==> src/hw/tcdm_consts.svh <==
//////////////////////////////////////////////////////////////////////
// tcdm sizing constants shared by package and rtl
//////////////////////////////////////////////////////////////////////

`ifndef TCDM_CONSTS_SVH
`define TCDM_CONSTS_SVH

// masters sharing the scratchpad
`define NUM_MASTER 4
// word-interleaved banks
`define NUM_BANKS 8
// word width in bits
`define DATA_WIDTH 32
// log2 of words per bank
`define MEM_ADDR_BITS 4
// statistics counter width
`define CNT_WIDTH 16

`endif

==> src/hw/tcdm_pkg.sv <==
//////////////////////////////////////////////////////////////////////
// tcdm shared types: opcodes, indices, payload and counters
//////////////////////////////////////////////////////////////////////

`include "tcdm_consts.svh"

package tcdm_pkg;

  // request opcode
  typedef enum logic {
    op_read  = 1'b0,
    op_write = 1'b1
  } tcdm_op_e;

  // indices and payload
  typedef logic [$clog2(`NUM_MASTER)-1:0] master_idx_t;
  typedef logic [$clog2(`NUM_BANKS)-1:0]  bank_idx_t;
  typedef logic [`MEM_ADDR_BITS-1:0]      bank_addr_t;
  typedef logic [`DATA_WIDTH-1:0]         data_t;
  typedef logic [`DATA_WIDTH/8-1:0]       be_t;

  // wrapping statistics counter
  typedef logic [`CNT_WIDTH-1:0] cnt_t;

  // counter class on the select port
  typedef enum logic [1:0] {stat_req, stat_gnt, stat_wait, stat_load} stat_kind_e;

endpackage

==> src/hw/tcdm_perf_counters.sv <==
//////////////////////////////////////////////////////////////////////
// tcdm statistics: request, grant, wait and bank load counters
//////////////////////////////////////////////////////////////////////

`timescale 1ns/1ps

`include "tcdm_consts.svh"

module tcdm_perf_counters import tcdm_pkg::*; (
  input  logic                   clk_i,
  input  logic                   rst_ni,
  input  logic [`NUM_MASTER-1:0] req_valid_i,
  input  logic [`NUM_MASTER-1:0] req_ready_i,
  input  logic [`NUM_BANKS-1:0]  bank_access_i,
  input  stat_kind_e             stat_kind_i,
  input  bank_idx_t              stat_idx_i,
  output cnt_t                   stat_o
);

  cnt_t        req_cnt_q  [`NUM_MASTER];
  cnt_t        gnt_cnt_q  [`NUM_MASTER];
  cnt_t        wait_cnt_q [`NUM_MASTER];
  cnt_t        load_cnt_q [`NUM_BANKS];
  master_idx_t stat_midx;

  //////////////////////////////////////////////////////////////////////
  // event counting, all counters wrap
  //////////////////////////////////////////////////////////////////////

  always_ff @(posedge clk_i or negedge rst_ni) begin
    if (!rst_ni) begin
      req_cnt_q  <= '{default: '0};
      gnt_cnt_q  <= '{default: '0};
      wait_cnt_q <= '{default: '0};
      load_cnt_q <= '{default: '0};
    end else begin
      for (int m = 0; m < `NUM_MASTER; m++) begin
        // cycles with valid
        if (req_valid_i[m]) begin
          req_cnt_q[m] <= req_cnt_q[m] + 1'b1;
        end
        // handshakes
        if (req_valid_i[m] && req_ready_i[m]) begin
          gnt_cnt_q[m] <= gnt_cnt_q[m] + 1'b1;
        end
        // lost arbitration
        if (req_valid_i[m] && !req_ready_i[m]) begin
          wait_cnt_q[m] <= wait_cnt_q[m] + 1'b1;
        end
      end
      for (int b = 0; b < `NUM_BANKS; b++) begin
        if (bank_access_i[b]) begin
          load_cnt_q[b] <= load_cnt_q[b] + 1'b1;
        end
      end
    end
  end

  // master counters use the low index bits
  assign stat_midx = stat_idx_i[$bits(master_idx_t)-1:0];

  always_comb begin
    case (stat_kind_i)
      stat_req:  stat_o = req_cnt_q[stat_midx];
      stat_gnt:  stat_o = gnt_cnt_q[stat_midx];
      stat_wait: stat_o = wait_cnt_q[stat_midx];
      stat_load: stat_o = load_cnt_q[stat_idx_i];
      default:   stat_o = '0;
    endcase
  end

endmodule

==> config.mk <==
export PLATFORM = sky130hd
export DESIGN_NAME = tcdm_perf_counters
export DESIGN_NICKNAME = d
export VERILOG_FILES = /design/src/hw/tcdm_pkg.sv /design/src/hw/tcdm_perf_counters.sv
export VERILOG_INCLUDE_DIRS = /design/src /design/src/hw
export SDC_FILE = /design/constraint.sdc
export NUM_CORES = 1
export LEC_CHECK = 0
export BUFFER_PORTS_ARGS = -buffer_cell sky130_fd_sc_hd__buf_2
export CAP_MARGIN = 10
export CORE_UTILIZATION = 55
export CTS_BUF_LIST = sky130_fd_sc_hd__clkbuf_4 sky130_fd_sc_hd__clkbuf_8
export DETAILED_ROUTE_END_ITERATION = 12
export PLACE_DENSITY = 0.71
export SYNTH_ARGS = -nofsm -noshare
export SYNTH_HDL_FRONTEND = slang
export SYNTH_SLANG_ARGS = --single-unit
==> constraint.sdc <==
create_clock -name clk_i -period 3.35 [get_ports clk_i]
set_input_delay 0.8375 -clock clk_i [delete_from_list [all_inputs] [get_ports clk_i]]
set_output_delay 0.8375 -clock clk_i [all_outputs]
set_load 0.005 [all_outputs]
* After elaboration in Yosys (flattened, before gate mapping)
Index checks and enable logic that the tools add are counted. Widths: inputs -> output; s select.
Word-level totals: bits in registers 320, latch bits 0, bits in writable memories 0, memory bits (read-only) 0, input bits 23, output and inout bits 16, memories kept 0
Operators by class: add/sub/neg operators 20, multipliers 0, divide/modulo/power cells 0, $lt $le $gt $ge 2, equality and inequality tests 3, shifts and indexed selects 0, multiplexer cells 13, bitwise gates (word level) 2, reduce and logical (&&, ||, !) cells 13
Operator list (number):
- $add 16x1->16 const B | 20
- $mux 16 | 8
- $bmux 16 s2 | 3
- $pmux 16 s4 | 1
- $bmux 16 s3 | 1
- $logic_and 1x1->1 | 8
- $eq 2x2->1 const B | 2
- $ge 4x4->1 const B | 1
- $logic_not 1->1 | 4
- $not 3->4 | 1
- $ge 3x3->1 const B | 1
- $not 2->3 | 1
- $eq 2x1->1 const B | 1
- $logic_not 2->1 | 1

* Depth between registers and ports, before layout
Gate-level depths: netlist of run 1.
depth in word-level cells 5, depth in mapped cells 7, mapped depth without buffers 5

* Worst setup path before layout of run 1
OpenSTA, ideal clock, no wires.
path kind input -> output, start input stat_idx_i[1], end output stat_o[10], arrival time 2057 ps, data required time 2513 ps, setup slack 456 ps, cell stages on the path 5, path buffers 2, cell sequence buf_2 buf_2 mux4_2 a22oi_1 nand2_1
On the way: cells in the longest elaborated chain, start to end 5
RTL lines:
- start, declared | RTL line tcdm_perf_counters.sv:16 | input bank_idx_t stat_idx_i,
- $not 3->4 (not written as such) or $not 2->3 (tied branches)
- $bmux 16 s3 (tied with other cells) | RTL line tcdm_perf_counters.sv:67 | stat_load: stat_o = load_cnt_q[stat_idx_i];
- $mux 16 (on tied branches) (2 in series)
- $pmux 16 s4 * | RTL line tcdm_perf_counters.sv:63 | case (stat_kind_i)
- end, declared | RTL line tcdm_perf_counters.sv:17 | output cnt_t stat_o
Every way passes the cells marked *; elsewhere a longest branch is shown, timed or not. The select of a mux whose other input is x is not followed.

* Worst setup path in the final report of run 1
start input stat_idx_i[1], end output stat_o[12]
The elaborated chain is that of the path after synthesis.

==> impl_metrics.csv, run 1 <==
group,metric,value,unit
sta,report.final.slew_viol_count,0,
global_routing,grt_max_degree,77,
drt,post_drt_wl_per_cell,19.52,um
die,pin_count,39,
clock_tree,tritoncts,"built",
cells_and_area,final_nets,1545,
place,routabilityCongestion,0.9385,
setup_path,cp-end-kind,"output pin",
yosys,syn_area_per_cell,11.35,sq um
setup_path,r2r_setup_slack,1.50,ns
global_routing,gr-total-overflow,0,
yosys,ys_ff_latch,320,
global_routing,track_usage,0.2597,
power_and_ir_drop,ir_worst_vdd,0.5100,mV
yosys,synthesis.area,16190,sq um
sta,setup_tns,0,ns
setup_path,startpoint_type,"input pin",
setup_path,cp.arrival,2.41,ns
hold_path,hold_path.class,"input pin to asynchronous set/reset pin",
place,placed_cells,1832,
power_and_ir_drop,p_per_area,635.3,nW/um^2
drt,first_pass_iters,5,
clock_tree,postCtsSetupRepairBufs,0,
drt,drt-initial-drc-count,812,
sta,period_needed,3.250,ns
yosys,synth_edf_count,0,
sta,rsz0062_at_grt,"no",
sta,final_hold_viol_count,0,
yosys,synth_fp_nets,1469,
clock_tree,clock-sinks,320,
setup_path,crit_fanout,28,
sta,finClkSkew,0.04638,ns
setup_path,rr_worst_depth,5,
cells_and_area,synthToLayoutAreaGrowth,11.70,%
global_routing,grt_most_used_layer,"met2",
global_routing,grt_pass1_wl,61.29,mm
die,core_area,28860,sq um
yosys,asyncSetResetFlopFracSynth,1.000,
global_routing,antenna_found_initial,1,
clock_tree,cts.clk_slew.worst_paths,0.06,ns
die,initial_core_util,0.5609,
yosys,synth.yosys.warnings,0,
global_routing,use_met3,0.04693,
clock_tree,ctsHoldBuffers,0,
job,cap_viol_max_count,0,
yosys,synth-seq-area-share,0.4947,
sta,max_freq,0.3077,GHz
clock_tree,cts.path.max_buffers,3,
drt,wl,37.63,mm
clock_tree,numCtsBuffers,52,
setup_path,cp_slowest_cell,"o221ai_1",
setup_path,crit_chain,"buf_6 -> buf_12 -> mux2i_1 -> o221ai_1 -> nand3_1 -> nand2_1 -> buf_2",
sta,period_share,0.9702,
yosys,synth.distinct_cells,43,
clock_tree,h-tree-depth,2,
setup_path,slowest_delay,0.39,ns
place,numPortBuffers,38,
cells_and_area,final_util,0.6265,
setup_path,crit_required,2.51,ns
cells_and_area,final-instance-count-excl-fill,1928,
die,dieHeight,173.5,um
global_routing,use_met1,0.3413,
global_routing,use_met2,0.4312,
setup_path,reg2reg_from,"wait_cnt_q[0]$_DFFE_PN0P_",
cells_and_area,nFillCells,2309,
power_and_ir_drop,p_leak,0.008409,uW
drt,drtAntennaViolNets,0,
cells_and_area,layout-drive-gt1-share,0.1442,
drt,vias,11170,
sta,relSlewSlack,0.4941,
place,dpl.hpwl,27.52,mm
setup_path,reg2reg_to,"wait_cnt_q[10]$_DFFE_PN0P_",
clock_tree,cts_resized,0,
die,num_rows,62,
yosys,yosysTopAreaCellShare,0.4947,
power_and_ir_drop,total_power,11490,uW
die,die_w,173.5,um
clock_tree,clk_latency,0.63,ns
yosys,synthDominantAreaCellType,"dfrtp_1",
global_routing,grt_pass1_vias,11462,
sta,worst_pin_slew,0.7519,ns
run_status,status,"finished, final reports clean",
drt,drc,0,
yosys,synthTopCellsByArea,"dfrtp_1, xnor2_1, xor2_1",
yosys,netlist_instances,1426,
yosys,yosys_most_used_dff,"dfrtp_1",
setup_path,path_class,"input pin to output pin",
sta,hold_ws,0.2213,ns
clock_tree,clock-root-buffer,"clkbuf_8",
drt,viasPerCell,5.794,
die,dieArea,30120,sq um
sta,setup_viol,0,
## per-layer routing
| metal | share of wire | up-vias |
|---|---|---|
| met5 | 0 | - |
| met4 | 0.030 | 0 |
| met3 | 0.055 | 73 |
| met2 | 0.48 | 281 |
| met1 | 0.43 | 5577 |
| li1 | - | 5239 |
## state kept, by name, summed over array words and instances (netlist names)
| name | count |
|---|---|
| gnt_cnt_q | 64 |
| req_cnt_q | 64 |
| wait_cnt_q | 64 |
| load_cnt_q | 128 |
## placed cells by master (no fill, tap or decap), types with 11 or more instances in the layout
cell type	synthesis	routed
and3_1	44	44
clkbuf_4	0	20
nand2_1	131	131
nor2_1	75	75
clkbuf_8	0	64
mux2_2	23	23
o221ai_1	15	15
xnor2_1	183	183
buf_4	5	22
ha_1	20	20
nand4_1	81	81
inv_1	18	18
xor2_1	117	117
buf_2	22	36
nor4_1	11	11
mux2i_1	90	90
mux4_2	31	31
nand3_1	95	95
nor3_1	27	27
dfrtp_1	320	320
a22oi_1	45	45
## report_power, final
group,switching [uW],internal [uW]
Sequential,1130,4640
Clock,1570,2030
Combinational,1010,1110
Total,3710,7770
## cells by family (layout without fill, tap and decap cells)
logic type	after synthesis	in the layout	synth area share
adders and majority gates	20	20	0.01546
xor gates and xnor gates	300	300	0.1623
DFF	320	320	0.4947
buffers and inverters	63	177	0.01840
AOI/OAI and AO/OA	71	71	0.03386
muxes	144	144	0.1148
other	0	4	0
and+or+nand+nor	508	508	0.1604
## critical path, delay by kind of cell
kind / cells / cell delay, ns
buf+inv: 3 / 0.64
simple gates: 2 / 0.43
mux: 1 / 0.08
compound gates: 1 / 0.39
## worst max-delay path by stage
stage	from	endpoint	slack (ns)
finish	stat_idx_i[1]	stat_o[12]	0.1
global route	stat_idx_i[1]	stat_o[13]	0.04
CTS	stat_idx_i[1]	stat_o[9]	0.15
detailed placement	stat_idx_i[1]	stat_o[11]	0.15
global placement	stat_idx_i[0]	stat_o[1]	0.13
floorplan	stat_idx_i[1]	stat_o[10]	0.46
## synthesized netlist by cell type, drive strengths merged (17+ instances only)
master,number
dfrtp,320
xnor2,183
nand2,131
xor2,117
nand3,96
mux2i,90
nand4,81
nor2,75
a22oi,45
and3,44
mux4,31
buf,30
nor3,27
mux2,23
ha,20
inv,18
nor4,17
## layout make-up
| class | count | area (sq um) | share of cell area |
|---|---|---|---|
| flip-flops and latches | 320 | 8008 | 0.4429 |
| multi-input cells | 1043 | 7880 | 0.4359 |
| clock buffers | 84 | 1031 | 0.05703 |
| repair buffers | 67 | 511.7 | 0.02831 |
| well taps | 384 | 480.5 | 0.02658 |
| clock inverters | 8 | 90.09 | 0.004983 |
| inverters | 18 | 67.56 | 0.003737 |
| diodes | 4 | 10.01 | 0.0005537 |
## through the flow
stage	instance area, sq um	setup WS [ns]
5_1_grt	18070	0.04467
3_3_place_gp	16950	0.1334
3_5_place_dp	16950	0.1533
6_report	18080	0.09999
4_1_cts	18070	0.1509
2_1_floorplan	16190	0.4555
Power figures use the tool's default switching activity.
==> run 2, diff against run 1 <==
clock period = 3.25 ns   (was 3.35 ns; I/O delays follow)
==> run 2 against run 1 <==
Global-route usage shrank 0.13 points. Die area is the same. Via count grew 0.99%. Highest routed layer unchanged. Worst setup slack lost 0.015 ns. Critical endpoint is now stat_o[1]. Clock power grew 9.2%. Sequential power grew 3.8%. Core utilization grew 0.43 points.
==> impl_metrics.csv, run 2 (synthesis results as in run 1) <==
group,metric,value,unit
global_routing,antenna_found_initial,2,
place,numPortBuffers,38,
sta,rsz0062_at_grt,"no",
setup_path,cp-end-kind,"output pin",
clock_tree,h-tree-depth,2,
die,num_rows,62,
run_status,status,"finished, final reports clean",
die,dieArea,30120,sq um
global_routing,grt_pass1_vias,11406,
drt,viasPerCell,5.845,
place,routabilityCongestion,0.8813,
sta,setup_viol,0,
setup_path,cp_slowest_cell,"mux4_2",
die,dieHeight,173.5,um
sta,report.final.slew_viol_count,0,
setup_path,cp.arrival,2.35,ns
setup_path,crit_chain,"buf_2 -> buf_4 -> mux4_2 -> o21ai_0 -> o22ai_1 -> buf_2",
sta,period_needed,3.165,ns
cells_and_area,layout_common_cells,"dfrtp_1, xnor2_1, nand2_1, xor2_1, nand3_1",
power_and_ir_drop,ir_worst_vdd,0.4722,mV
drt,drtAntennaViolNets,0,
cells_and_area,largest_reg_flops,128,
setup_path,critPathLaunch,"stat_idx_i[0]",
clock_tree,clk_latency,0.59,ns
cells_and_area,synthToLayoutAreaGrowth,12.46,%
job,cap_viol_max_count,0,
setup_path,crit_required,2.44,ns
die,die_w,173.5,um
setup_path,slowest_delay,0.38,ns
clock_tree,clock-sinks,320,
clock_tree,cts.path.max_buffers,3,
clock_tree,tritoncts,"built",
die,pin_count,39,
global_routing,gr-total-overflow,0,
setup_path,path_class,"input pin to output pin",
cells_and_area,layout-drive-gt1-share,0.1458,
sta,finClkSkew,0.02225,ns
drt,vias,11281,
global_routing,track_usage,0.2584,
power_and_ir_drop,p_comb_frac,0.181,
die,initial_core_util,0.5609,
power_and_ir_drop,total_power,12110,uW
global_routing,grt_pass1_wl,60.99,mm
clock_tree,clock-root-buffer,"clkbuf_8",
global_routing,grt_max_degree,72,
power_and_ir_drop,p_per_area,665.3,nW/um^2
sta,setup_tns,0,ns
clock_tree,cts.clk_slew.worst_paths,0.06,ns
cells_and_area,top_register,"load_cnt_q",
sta,period_share,0.9740,
power_and_ir_drop,power_frac_seq,0.495,
die,core_area,28860,sq um
cells_and_area,nFillCells,2352,
sta,relSlewSlack,0.4339,
drt,first_pass_iters,5,
sta,final_hold_viol_count,0,
cells_and_area,final_nets,1543,
power_and_ir_drop,internal-power,8221,uW
setup_path,path_common_cell,"buf_2",
drt,drc,0,
place,dpl.hpwl,27.96,mm
power_and_ir_drop,clock_power_share,0.324,
power_and_ir_drop,p_leak,0.008464,uW
setup_path,reg2reg_from,"load_cnt_q[36]$_DFFE_PN0P_",
cells_and_area,fin_area,18200,sq um
drt,post_drt_wl_per_cell,19.65,um
drt,drt-initial-drc-count,717,
setup_path,crit_fanout,16,
power_and_ir_drop,p_sw_frac,0.3211,
power_and_ir_drop,p_sw,3889,uW
sta,max_freq,0.3159,GHz
sta,worst_pin_slew,0.8414,ns
place,placed_area,16960,sq um
drt,wl,37.93,mm
cells_and_area,final_common_cell,"dfrtp_1",
hold_path,hold_path.class,"input pin to asynchronous set/reset pin",
clock_tree,numCtsBuffers,54,
cells_and_area,final_util,0.6308,
setup_path,startpoint_type,"input pin",
run 2: cell types whose count changed in the layout (fill, tap and decap cells not counted), sizes merged:
| cell | previous run | this run |
|---|---|---|
| clkbuf | 84 | 93 |
| buf | 67 | 63 |
| bufinv | 1 | 0 |
| clkinv | 5 | 4 |
| diode | 4 | 3 |
run 2: critical path: cells and delay by family:
kind | cells | cell delay, ns
multiplexers | 1 | 0.38
buffers and inverters | 3 | 0.76
AO/OA/AOI/OAI | 2 | 0.40
run 2: metrics by stage:
| step | hold slack [ns] | cells | setup slack (ns) |
|---|---|---|---|
| detailed placement | 0.4609 | 1828 | 0.04614 |
| global placement | 0.4504 | 1828 | 0.08086 |
| floorplan | 0.4365 | 1426 | 0.4055 |
| CTS | 0.1978 | 1927 | 0.05230 |
| global route | 0.2225 | 1927 | 0.002231 |
| finish | 0.1963 | 1930 | 0.08453 |
run 2: per-layer routing:
metal  track usage  routed length [um]
met4        0.1040                1331
met3       0.04868                2208
met2        0.4163               17920
met5             0                   0
met1        0.3466               16480
run 2: layout make-up:
cell class / instances / area [sq um] / share of cell area
diodes: 3 / 7.507 / 0.0004124
clock buffers: 93 / 1186 / 0.06516
clock inverters: 6 / 50.05 / 0.002750
inverters: 18 / 67.56 / 0.003712
multi-input cells: 1043 / 7880 / 0.4329
flip-flops and latches: 320 / 8008 / 0.4399
well taps: 384 / 480.5 / 0.02640
repair buffers: 63 / 523.0 / 0.02873
run 2: what timing repair did:
action | 4_1_cts | 5_1_grt
setup endpoints to repair | 0 | 1
hold buffers | 0 | 0
setup buffers | 0 | 0
gates resized for setup | 0 | 2
run 2: power groups by stage:
| stage | sequential (uW) | combinational (uW) | clock (uW) |
|---|---|---|---|
| after floorplan | 5610 | 1630 | 0 |
| after global placement | 6000 | 2080 | 0 |
| after detailed placement | 6010 | 2170 | 0 |
| after CTS | 5960 | 2200 | 4020 |
| after global routing | 6100 | 2400 | 4210 |
| final | 5990 | 2190 | 3930 |
run 2: path summary, 6_finish.rpt:
check,endpoint,slack [ns],depth (start not counted)
setup / recovery,stat_o[1],0.08,6
max in group asynchronous,load_cnt_q[16]$_DFFE_PN0P_,2.28,2
hold reg to reg,wait_cnt_q[31]$_DFFE_PN0P_,0.47,1
setup reg to reg,load_cnt_q[47]$_DFFE_PN0P_,1.35,4
min in group clk_i,load_cnt_q[32]$_DFFE_PN0P_,0.46,2
hold / removal,req_cnt_q[24]$_DFFE_PN0P_,0.20,1
==> run 3, diff against run 2 <==
PLACE_DENSITY = unset   (was 0.71)
PLACE_DENSITY_LB_ADDON = 0.25   (was unset)
==> run 3 against run 2 <==
Final area is essentially flat. Sequential share of layout area about the same. Flip-flop and latch count unchanged. Largest power group unchanged.
==> impl_metrics.csv, run 3 (synthesis results as in run 1) <==
group,metric,value,unit
cells_and_area,final_nets,1549,
cells_and_area,final_common_cell,"dfrtp_1",
cells_and_area,largest_reg_flops,128,
setup_path,cp_num_buf_inv,2,
setup_path,slowest_delay,0.57,ns
drt,post_drt_wl_per_cell,19.94,um
sta,max_freq,0.3135,GHz
hold_path,hold_path.class,"input pin to asynchronous set/reset pin",
drt,drt-initial-drc-count,784,
die,initial_core_util,0.5609,
power_and_ir_drop,p_sw_frac,0.3255,
sta,worst_pin_slew,0.9784,ns
clock_tree,numCtsBuffers,54,
global_routing,grt_pass1_wl,62.23,mm
power_and_ir_drop,power_frac_seq,0.492,
place,dpl.hpwl,28.41,mm
drt,vias,11286,
clock_tree,h-tree-depth,2,
power_and_ir_drop,p_comb_frac,0.181,
sta,setup_viol,0,
setup_path,crit_family,"compound AO/OA/AOI/OAI gates",
setup_path,cp-end-kind,"output pin",
sta,report.final.slew_viol_count,0,
cells_and_area,synthToLayoutAreaGrowth,12.42,%
cells_and_area,layout_common_cells,"dfrtp_1, xnor2_1, nand2_1, xor2_1, nand3_1",
die,dieHeight,173.5,um
run_status,status,"finished, final reports clean",
setup_path,startpoint_type,"input pin",
power_and_ir_drop,p_sw,3955,uW
global_routing,antenna_found_initial,3,
die,pin_count,39,
power_and_ir_drop,total_power,12150,uW
die,num_rows,62,
power_and_ir_drop,ir_worst_vdd,0.4673,mV
drt,first_pass_iters,7,
global_routing,grt_max_degree,72,
place,numPortBuffers,38,
setup_path,cp_slowest_cell,"and2_1",
setup_path,path_common_cell,"buf_2",
cells_and_area,top_register,"load_cnt_q",
job,cap_viol_max_count,0,
clock_tree,clk_latency,0.63,ns
drt,drc,0,
global_routing,grt_pass1_vias,11467,
die,die_w,173.5,um
cells_and_area,layout-drive-gt1-share,0.1497,
setup_path,crit_required,2.44,ns
power_and_ir_drop,p_leak,0.008482,uW
setup_path,crit_fanout,17,
clock_tree,cts.clk_slew.worst_paths,0.06,ns
power_and_ir_drop,p_per_area,667.8,nW/um^2
sta,period_share,0.9815,
sta,finClkSkew,0.03876,ns
clock_tree,cts.path.max_buffers,3,
setup_path,crit_chain,"buf_2 -> and2_1 -> a22o_1 -> a211oi_1 -> o22ai_1 -> buf_2",
global_routing,track_usage,0.2645,
place,routabilityCongestion,0.9365,
setup_path,cp.arrival,2.38,ns
sta,rsz0062_at_grt,"no",
sta,final_hold_viol_count,0,
drt,drtAntennaViolNets,0,
sta,period_needed,3.190,ns
drt,viasPerCell,5.830,
sta,relSlewSlack,0.3417,
clock_tree,clock-sinks,320,
cells_and_area,nFillCells,2350,
sta,setup_tns,0,ns
clock_tree,tritoncts,"built",
power_and_ir_drop,internal-power,8195,uW
setup_path,path_class,"input pin to output pin",
die,core_area,28860,sq um
global_routing,gr-total-overflow,0,
die,dieArea,30120,sq um
clock_tree,clock-root-buffer,"clkbuf_8",
power_and_ir_drop,clock_power_share,0.327,
drt,wl,38.60,mm
-- run 3: final timing paths --
| path | cells past startpoint | slack (ns) | startpoint | end |
|---|---|---|---|---|
| max | 6 | 0.06 | stat_kind_i[1] | stat_o[1] |
| min | 1 | 0.16 | rst_ni | wait_cnt_q[60]$_DFFE_PN0P_ |
| max reg2reg | 5 | 1.19 | gnt_cnt_q[16]$_DFFE_PN0P_ | gnt_cnt_q[26]$_DFFE_PN0P_ |
| min reg2reg | 1 | 0.47 | load_cnt_q[111]$_DFFE_PN0P_ | load_cnt_q[111]$_DFFE_PN0P_ |
| max in group asynchronous | 2 | 2.25 | rst_ni | gnt_cnt_q[4]$_DFFE_PN0P_ |
| min in group clk_i | 2 | 0.44 | bank_access_i[0] | load_cnt_q[112]$_DFFE_PN0P_ |
-- run 3: layer usage --
layer | GRT usage | wire length [um] | vias up
met4 | 0.07891 | 903 | 2
met2 | 0.4304 | 18600 | 338
met3 | 0.06711 | 2834 | 73
li1 | - | - | 5264
met5 | 0 | 13 | -
met1 | 0.3501 | 16240 | 5609
-- run 3: timing repair --
action,in CTS,in global routing
hold buffers,0,0
setup endpoints to repair,0,9
endpoints found under the hold margin,0,0
buffers inserted,0,0
resized for setup,0,2
-- run 3: power by group through the flow --
stage               Combinational (uW)  Clock [uW]  Sequential [uW]
floorplan                         1630           0             5610
global placement                  2100           0             5980
detailed placement                2190           0             6000
CTS                               2200        4060             5950
global route                      2450        4250             6090
finish                            2200        3980             5970
-- run 3: through the flow --
stage | instance area (sq um) | setup WS (ns) | std cells | hold slack [ns] | utilization
after global routing | 18190 | 0.008169 | 1934 | 0.1522 | 0.6303
after global placement | 16960 | 0.09410 | 1834 | 0.4591 | 0.5878
after detailed placement | 16960 | 0.09785 | 1834 | 0.4615 | 0.5878
after floorplan | 16190 | 0.4055 | 1426 | 0.4365 | -
after CTS | 18190 | 0.09657 | 1934 | 0.1519 | 0.6302
final | 18200 | 0.06008 | 1936 | 0.1557 | 0.6305
-- run 3: cell type report --
class / instances / area (sq um) / share of cell area
well taps: 384 / 480.5 / 0.02641
repair buffers: 69 / 530.5 / 0.02916
flip-flops and latches: 320 / 8008 / 0.4401
clock buffers: 86 / 1077 / 0.05921
clock inverters: 14 / 146.4 / 0.008046
diodes: 2 / 5.005 / 0.0002751
multi-input cells: 1043 / 7880 / 0.4331
inverters: 18 / 67.56 / 0.003713
